--- src/mips_pkg.sv ---
package mips_pkg;

    // ----------------------------------------
    // Widths and memory sizes
    // ----------------------------------------
    localparam int XLEN         = 32;
    localparam int NB_REG_ADDR  = 5;
    localparam int IMEM_DEPTH   = 256;
    localparam int DMEM_DEPTH   = 256;
    localparam int NB_IMEM_ADDR = 8;
    localparam int NB_DMEM_ADDR = 8;

    // Primary opcodes
    localparam logic [5:0] OP_RTYPE = 6'h00;
    localparam logic [5:0] OP_ADDI  = 6'h08;
    localparam logic [5:0] OP_LW    = 6'h23;
    localparam logic [5:0] OP_SW    = 6'h2b;

    // R-type funct field
    localparam logic [5:0] FN_ADD = 6'h20;
    localparam logic [5:0] FN_SUB = 6'h22;
    localparam logic [5:0] FN_AND = 6'h24;
    localparam logic [5:0] FN_OR  = 6'h25;
    localparam logic [5:0] FN_SLT = 6'h2a;

    typedef enum logic [2:0] {
        ALU_ADD,
        ALU_SUB,
        ALU_AND,
        ALU_OR,
        ALU_SLT
    } alu_op_e;

    // Where an ALU operand comes from
    typedef enum logic [1:0] {
        FWD_REG,
        FWD_EX_MEM,
        FWD_MEM_WB
    } fwd_sel_e;

    // ----------------------------------------
    // Pipeline payloads
    // ----------------------------------------
    typedef struct packed {
        logic    reg_write;
        logic    mem_to_reg;
        logic    mem_read;
        logic    mem_write;
        logic    alu_src;
        alu_op_e alu_op;
    } ctrl_t;

    typedef struct packed {
        ctrl_t                  ctrl;
        logic [XLEN-1:0]        rs_val;
        logic [XLEN-1:0]        rt_val;
        logic [XLEN-1:0]        imm;
        logic [NB_REG_ADDR-1:0] rs;
        logic [NB_REG_ADDR-1:0] rt;
        logic [NB_REG_ADDR-1:0] dest;
    } id_ex_t;

    typedef struct packed {
        ctrl_t                  ctrl;
        logic [XLEN-1:0]        alu_result;
        logic [XLEN-1:0]        store_data;
        logic [NB_REG_ADDR-1:0] dest;
    } ex_mem_t;

    // One register write leaving the pipe
    typedef struct packed {
        logic                   valid;
        logic [NB_REG_ADDR-1:0] dest;
        logic [XLEN-1:0]        value;
    } retire_t;

    // Wishbone classic, loader side of instruction memory
    typedef struct packed {
        logic                    cyc;
        logic                    stb;
        logic                    we;
        logic [NB_IMEM_ADDR-1:0] adr;
        logic [XLEN-1:0]         dat;
    } wb_req_t;

    typedef struct packed {
        logic            ack;
        logic [XLEN-1:0] dat;
    } wb_rsp_t;

endpackage
--- src/execute_stage.sv ---
`timescale 1ns/100ps

module execute_stage import mips_pkg::*; (
    input  logic    i_clk,
    input  logic    i_rst,
    input  id_ex_t  i_id_ex,
    input  retire_t i_retire,
    output ex_mem_t o_ex_mem
);

    ex_mem_t         ex_mem_d;
    ex_mem_t         ex_mem_q;
    fwd_sel_e        fwd_a;
    fwd_sel_e        fwd_b;
    logic [XLEN-1:0] op_a;
    logic [XLEN-1:0] rt_fwd;
    logic [XLEN-1:0] op_b;
    logic [XLEN-1:0] alu_result;

    // ----------------------------------------
    // Forwarding
    // ----------------------------------------

    // EX/MEM is newer than MEM/WB and wins
    function automatic fwd_sel_e pick_src(input logic [NB_REG_ADDR-1:0] idx);
        fwd_sel_e sel;
        sel = FWD_REG;
        if (idx != '0) begin
            if (ex_mem_q.ctrl.reg_write && ex_mem_q.dest == idx) begin
                sel = FWD_EX_MEM;
            end else if (i_retire.valid && i_retire.dest == idx) begin
                sel = FWD_MEM_WB;
            end
        end
        return sel;
    endfunction

    function automatic logic [XLEN-1:0] fwd_mux(
        input fwd_sel_e        sel,
        input logic [XLEN-1:0] reg_val
    );
        logic [XLEN-1:0] val;
        case (sel)
            FWD_EX_MEM: val = ex_mem_q.alu_result;
            FWD_MEM_WB: val = i_retire.value;
            default:    val = reg_val;
        endcase
        return val;
    endfunction

    assign fwd_a  = pick_src(i_id_ex.rs);
    assign fwd_b  = pick_src(i_id_ex.rt);
    assign op_a   = fwd_mux(fwd_a, i_id_ex.rs_val);
    assign rt_fwd = fwd_mux(fwd_b, i_id_ex.rt_val);
    assign op_b   = i_id_ex.ctrl.alu_src ? i_id_ex.imm : rt_fwd;

    // ----------------------------------------
    // ALU
    // ----------------------------------------
    always_comb begin
        case (i_id_ex.ctrl.alu_op)
            ALU_ADD: alu_result = op_a + op_b;
            ALU_SUB: alu_result = op_a - op_b;
            ALU_AND: alu_result = op_a & op_b;
            ALU_OR:  alu_result = op_a | op_b;
            ALU_SLT: alu_result = {{(XLEN-1){1'b0}}, $signed(op_a) < $signed(op_b)};
            default: alu_result = '0;
        endcase
    end

    // EX/MEM register, store data is the forwarded rt
    assign ex_mem_d = '{
        ctrl:       i_id_ex.ctrl,
        alu_result: alu_result,
        store_data: rt_fwd,
        dest:       i_id_ex.dest
    };

    always_ff @(posedge i_clk) begin
        if (!i_rst) begin
            ex_mem_q <= '0;
        end else begin
            ex_mem_q <= ex_mem_d;
        end
    end

    assign o_ex_mem = ex_mem_q;

endmodule

--- config.mk ---
export PLATFORM = sky130hd
export DESIGN_NAME = execute_stage
export DESIGN_NICKNAME = d
export VERILOG_FILES = /design/src/mips_pkg.sv /design/src/execute_stage.sv
export SDC_FILE = /design/constraint.sdc
export NUM_CORES = 1
export LEC_CHECK = 0
export BUFFER_PORTS_ARGS = -buffer_cell sky130_fd_sc_hd__buf_2
export CAP_MARGIN = 20
export CORE_MARGIN = 4
export CORE_UTILIZATION = 33
export CTS_BUF_LIST = sky130_fd_sc_hd__clkbuf_4
export DETAILED_ROUTE_END_ITERATION = 10
export PLACE_DENSITY_LB_ADDON = 0.15
export RECOVER_POWER = 50
export SYNTH_ARGS = -nofsm -noshare
export SYNTH_HDL_FRONTEND = slang
export SYNTH_SLANG_ARGS = --single-unit
export TNS_END_PERCENT = 5
--- constraint.sdc ---
create_clock -name i_clk -period 5.9 [get_ports i_clk]
set_clock_uncertainty 0.2 [all_clocks]
set_input_delay 0.885 -clock i_clk [delete_from_list [all_inputs] [get_ports i_clk]]
set_output_delay 0.885 -clock i_clk [all_outputs]
set_load 0.05 [all_outputs]
After elaboration in Yosys (flattened, before gate mapping)
Index checks and enable logic that the tools add are counted.
{"block": "totals", "out_inout_bits": 77, "input_bits": 159, "wordCells": 43, "ff_bits": 77}
{"block": "classes", "bitwise": 2, "reduce_logical": 7, "addsub": 2, "magnitude_cmp": 1, "mux": 10, "eq_ne": 12}
{"op": "$pmux W32 S5", "count": 1}
{"op": "$pmux W32 S2", "count": 2}
{"op": "$add A32 B32 Y32", "count": 1}
{"op": "$and A32 B32 Y32", "count": 1}
{"op": "$lt A32 B32 Y1", "count": 1}
{"op": "$mux W32", "count": 1}
{"op": "$or A32 B32 Y32", "count": 1}
{"op": "$sub A32 B32 Y32", "count": 1}
{"op": "$eq A5 B5 Y1", "count": 4}
{"op": "$mux W2", "count": 6}
{"op": "$reduce_bool A5 Y1", "count": 2}
{"op": "$eq A3 B2 Y1 const B", "count": 2}
{"op": "$eq A2 B1 Y1 const B", "count": 2}
{"op": "$eq A2 B2 Y1 const B", "count": 2}
{"op": "$logic_and A1 B1 Y1", "count": 4}
{"op": "$eq A3 B1 Y1 const B", "count": 1}
{"op": "$eq A3 B3 Y1 const B", "count": 1}
{"op": "$logic_not A3 Y1", "count": 1}

Longest topological paths before layout
{"block": "depth", "depth_word": 10, "depth_mapped": 22, "ltp_nobuf": 21}

Worst setup path after synthesis
OpenSTA, ideal clock, no wires.
{"block": "synth_timing", "kind": "in2reg", "startpoint": "input port i_id_ex[6] (netlist bit)", "endpoint": "register ex_mem_q (netlist bit o_ex_mem[63])", "setup_slack_ns": 0.049, "stages": 21, "setup_time_ns": 0.115, "t_arrival_ns": 5.536, "t_required_ns": 5.585, "path_buffers": 2, "cell_sequence": "xor2_1 -> nor4_1 -> and3_1 -> or3_1 -> ha_1 -> clkbuf_1 -> buf_1 -> nor2_1 -> a21oi_1 -> o21ai_0 -> ha_1 -> fa_1 -> a211oi_2 -> o21ai_2 -> a2111oi_4 -> nor4_2 -> o41a_1 -> a311oi_2 -> xnor2_1 -> a221o_1 -> and2_1"}
{"block": "synth_via", "elab_chain_len": 10, "elab_cells_between_ends": 17, "cone_classes": "2 x add/sub; 4 x eq/ne; 6 x mux; 2 x bitwise; 3 x reduce/logical"}
{"element": "start: declaration", "line_no": "execute_stage.sv:6", "source": "input id_ex_t i_id_ex,"}
{"element": "$eq A5 B5 Y1", "line_no": "execute_stage.sv:31", "source": "end else if (i_retire.valid && i_retire.dest == idx) begin"}
{"element": "$logic_and A1 B1 Y1", "line_no": "execute_stage.sv:31"}
{"element": "$mux W2", "line_no": "execute_stage.sv:31"}
{"element": "$mux W2", "line_no": "execute_stage.sv:29", "source": "if (ex_mem_q.ctrl.reg_write && ex_mem_q.dest == idx) begin"}
{"element": "$mux W2 *", "line_no": "execute_stage.sv:28", "source": "if (idx != '0) begin"}
{"element": "$eq A2 B2 Y1 / $eq A2 B1 Y1 (equally long branches)", "line_no": "execute_stage.sv:43", "source": "case (sel)"}
{"element": "$pmux W32 S2 *", "line_no": "execute_stage.sv:43"}
{"element": "$mux W32 *", "line_no": "execute_stage.sv:55", "source": "assign op_b = i_id_ex.ctrl.alu_src ? i_id_ex.imm : rt_fwd;"}
{"element": "$sub A32 B32 Y32, or another cell as far along", "line_no": "execute_stage.sv:63", "source": "ALU_SUB: alu_result = op_a - op_b;"}
{"element": "$pmux W32 S5 *", "line_no": "execute_stage.sv:61", "source": "case (i_id_ex.ctrl.alu_op)"}
{"element": "end signal: assignment", "line_no": "execute_stage.sv:83", "source": "ex_mem_q <= ex_mem_d;"}
{"element": "end: declaration", "line_no": "execute_stage.sv:12", "source": "ex_mem_t ex_mem_q;"}
Mark *: on every way between the ends. The rest lies on a longest branch, timed or not.
A chain may end at the register's enable or synchronous reset.

Final worst setup path
{"block": "layout_timing", "startpoint": "input port i_id_ex[6] (netlist bit)", "endpoint": "register ex_mem_q (netlist bit o_ex_mem[61])"}
The elaborated chain is that of the path after synthesis.

==> flow_summary.yaml <==
synthesis:
  syn_avg_cell_area_um2: 7.06
  synth_top_area_frac: 0.182
  synth_edf_count: 0
  ys_seq_area_frac: 0.182
  synth_area_leaders: "dfxtp_1 18%, ha_1 16%, a21oi_1 7.0%"
  synth_seq_cells: 77
  synth_flop_cell: "dfxtp_1"
  synth_cell_type_count: 65
  syn-cell-area_um2: 8450
  synth_top_cell_by_area: "dfxtp_1"
  async_reset_ff_frac: 0
  syn_nets: 1465
  yosys_warnings: 0
  netlist_instances: 1196
layout:
  layout_commonest_cell: "buf_4"
  drive_gt1_frac: 0.263
  seq_area_um2: 1540
  final_core_util: 0.457
  nets: 1843
  area_growth_pct: 36.2
  multiInputGateArea_um2: 6250
  largest_reg_flops: 77
  fin_cells: 1912
  final_area_um2: 11500
  layout_common_cells: "206 x buf_4, 170 x buf_2, 124 x nor2_1"
  nFillCells: 2670
critical_path:
  path_cells: "buf_2 > or4_1 > a21oi_1 > or3_1 > inv_1 > ha_1 > buf_12 > buf_4 > buf_4 > a22oi_1 > nor2_1 > a21oi_1 > o21ai_0 > ha_1 > nor2b_1 > nor2_1 > o311ai_0 > or3_1 > a211o_1 > a21oi_1 > xnor2_1 > a221oi_1 > nor2_1"
  critPathCaptureType: "register"
  cp_data_arrival_time_ns: 5.70
  path_max_fanout: 12
  critPathRequiredTime_ns: 6.08
  crit_type: "in2reg"
  slowest_delay_ns: 0.56
  path_buf_inv: 5
  cp_slowest_cell: "or4_1"
  start_kind: "input port"
  cpLargestDelayFamily: "compound AO/OA/AOI/OAI gates"
power:
  power.density_nw_per_um2: 184
  vdd_drop_max_uv: 99.8
  p_leak_nw: 5.32
die:
  dieWidth_um: 168
  coreArea_um2: 25200
  num_io_pins: 236
  die_y_um: 168
  start_util: 0.336
  dieArea_um2: 28200
  placementRows: 58
timing:
  fin_crit_sh: 0.936
  worstMarginPinSlew_ns: 2.33
  max_freq_mhz: 181
  hold_viol: 0
  final.setup.tns_ns: 0
  timing.slew.headroom: -0.553
  rsz0062_at_grt: "no"
  finalCriticalPeriod_ns: 5.52
  setup_viol: 0
  drv_slew: 48
global_route:
  grt_pass1_vias: 10100
  grt_pass1_wl_um: 57100
  grt_max_degree: 48
  grt-ovfl-total: 0
  grt_usage: 0.252
  antenna_found_initial: 2
placed_design:
  io_buffers: 235
  placed_area_um2: 11400
  gp_congestion: 0.928
  dp_hpwl_um: 29600
  dp_cells: 1891
drt:
  vias_per_cell: 5.34
  num_vias: 10200
  dr.pass1.iters: 5
  drc_errors: 0
  wl_um: 37100
  drtIter0Drc: 928
  antenna_left: 0
  wl_per_cell_um: 19.4
status:
  status: "complete, but fails checks"
  failed_checks: "capacitance limit, slew limit"
clocking:
  cts-hold-fix-buffers: 0
  clkTransAtPathRegs_ns: 0.17
  h-tree-depth: 3
  numCtsBuffers: 9
  root_buffer: "clkbuf_4"
  cts_tree: "built"
  cts_buffer_depth: 2
  clk-insertion-delay-late_ns: 0.50
  cts_num_sinks: 77
flow_run:
  drv_cap: 1
worst_hold_path:
  hold_path.class: "in2reg"
==> through the flow <==
stage / setup slack [ns] / hold WS, ns / power, mW
after detailed placement: -0.217 / 0.462 / 1.69
after CTS: 0.310 / 0.354 / 2.12
after global routing: 0.0450 / 0.367 / 2.25
after floorplan: 0.0495 / 0.749 / 1.23
after global placement: -0.193 / 0.454 / 1.69
final: 0.377 / 0.382 / 2.11
==> power by group <==
part	switching [mW]	internal [mW]
registers	0.0223	0.552
logic	0.659	0.456
clock network	0.244	0.183
==> worst register-to-register path, cell delays in order, from the launching register on <==
cell and delay (ns):
dfxtp_1 0.45, xor2_1 0.16, nor4_1 0.07, and3_1 0.17, or3_1 0.41, ha_2 0.49
buf_12 0.19, buf_4 0.20, nor2_1 0.07, a21oi_1 0.22, o21ai_0 0.18, ha_1 0.39
nor2b_1 0.08, nor2_1 0.16, o311ai_0 0.19, or3_1 0.46, a211o_1 0.36, a21oi_1 0.29
xnor2_1 0.15, a221oi_1 0.32, nor2_1 0.07
==> final timing paths <==
kind | from | cells after the start | slack, ns | end
worst max-delay path | i_id_ex[6] | 23 | 0.38 | o_ex_mem[61]
worst min-delay path | i_id_ex[116] | 2 | 0.38 | o_ex_mem[74]
worst max register to register | o_ex_mem[1] | 20 | 0.50 | o_ex_mem[61]
worst min register to register | o_ex_mem[66] | 4 | 0.50 | o_ex_mem[34]
==> what timing repair did <==
action,CTS,global route
buffers inserted,0,1
gates resized for setup,0,7
hold endpoints to repair,0,0
endpoints found under the setup margin,0,10
==> metal layers <==
layer,global-route usage,up-vias,share of wire
li1,-,4957,-
met1,0.347,4795,0.47
met2,0.406,396,0.44
met3,0.0467,58,0.068
met4,0.0670,0,0.023
met5,0,-,0
==> cell usage after synthesis (all sizes together), types with 14 or more instances <==
| cell type | n |
|---|---|
| ha | 108 |
| xor2 | 15 |
| o21ai | 104 |
| nand2 | 92 |
| a221oi | 19 |
| buf | 18 |
| nor2b | 40 |
| a22oi | 64 |
| nor2 | 125 |
| dfxtp | 77 |
| inv | 99 |
| a21oi | 118 |
| nor3 | 21 |
| nor4 | 14 |
| xnor2 | 35 |
| clkbuf | 62 |
| and2 | 16 |
==> cells by family (layout without fill, tap and decap cells) <==
kind of cell               count (synthesis)  after routing  synth area share
AOI/OAI and AO/OA                        415            415             0.313
xor gates and xnor gates                  50             50            0.0518
adders and majority gates                110            110             0.165
buffers and inverters                    180            563            0.0829
DFF                                       77             77             0.182
muxes                                      5              5           0.00592
other                                      0              3                 0
and+or+nand+nor                          359            359             0.199
==> final cells by class <==
cell class,count,area share
Timing Repair Buffer,447,0.239
Tap cell,330,0.0359
Inverter,100,0.0326
Antenna cell,3,0.000652
Multi-Input combinational cell,939,0.543
Clock buffer,11,0.00718
Sequential cell,77,0.134
Clock inverter,5,0.00729
No activity file was read; power rests on OpenSTA's default activity.
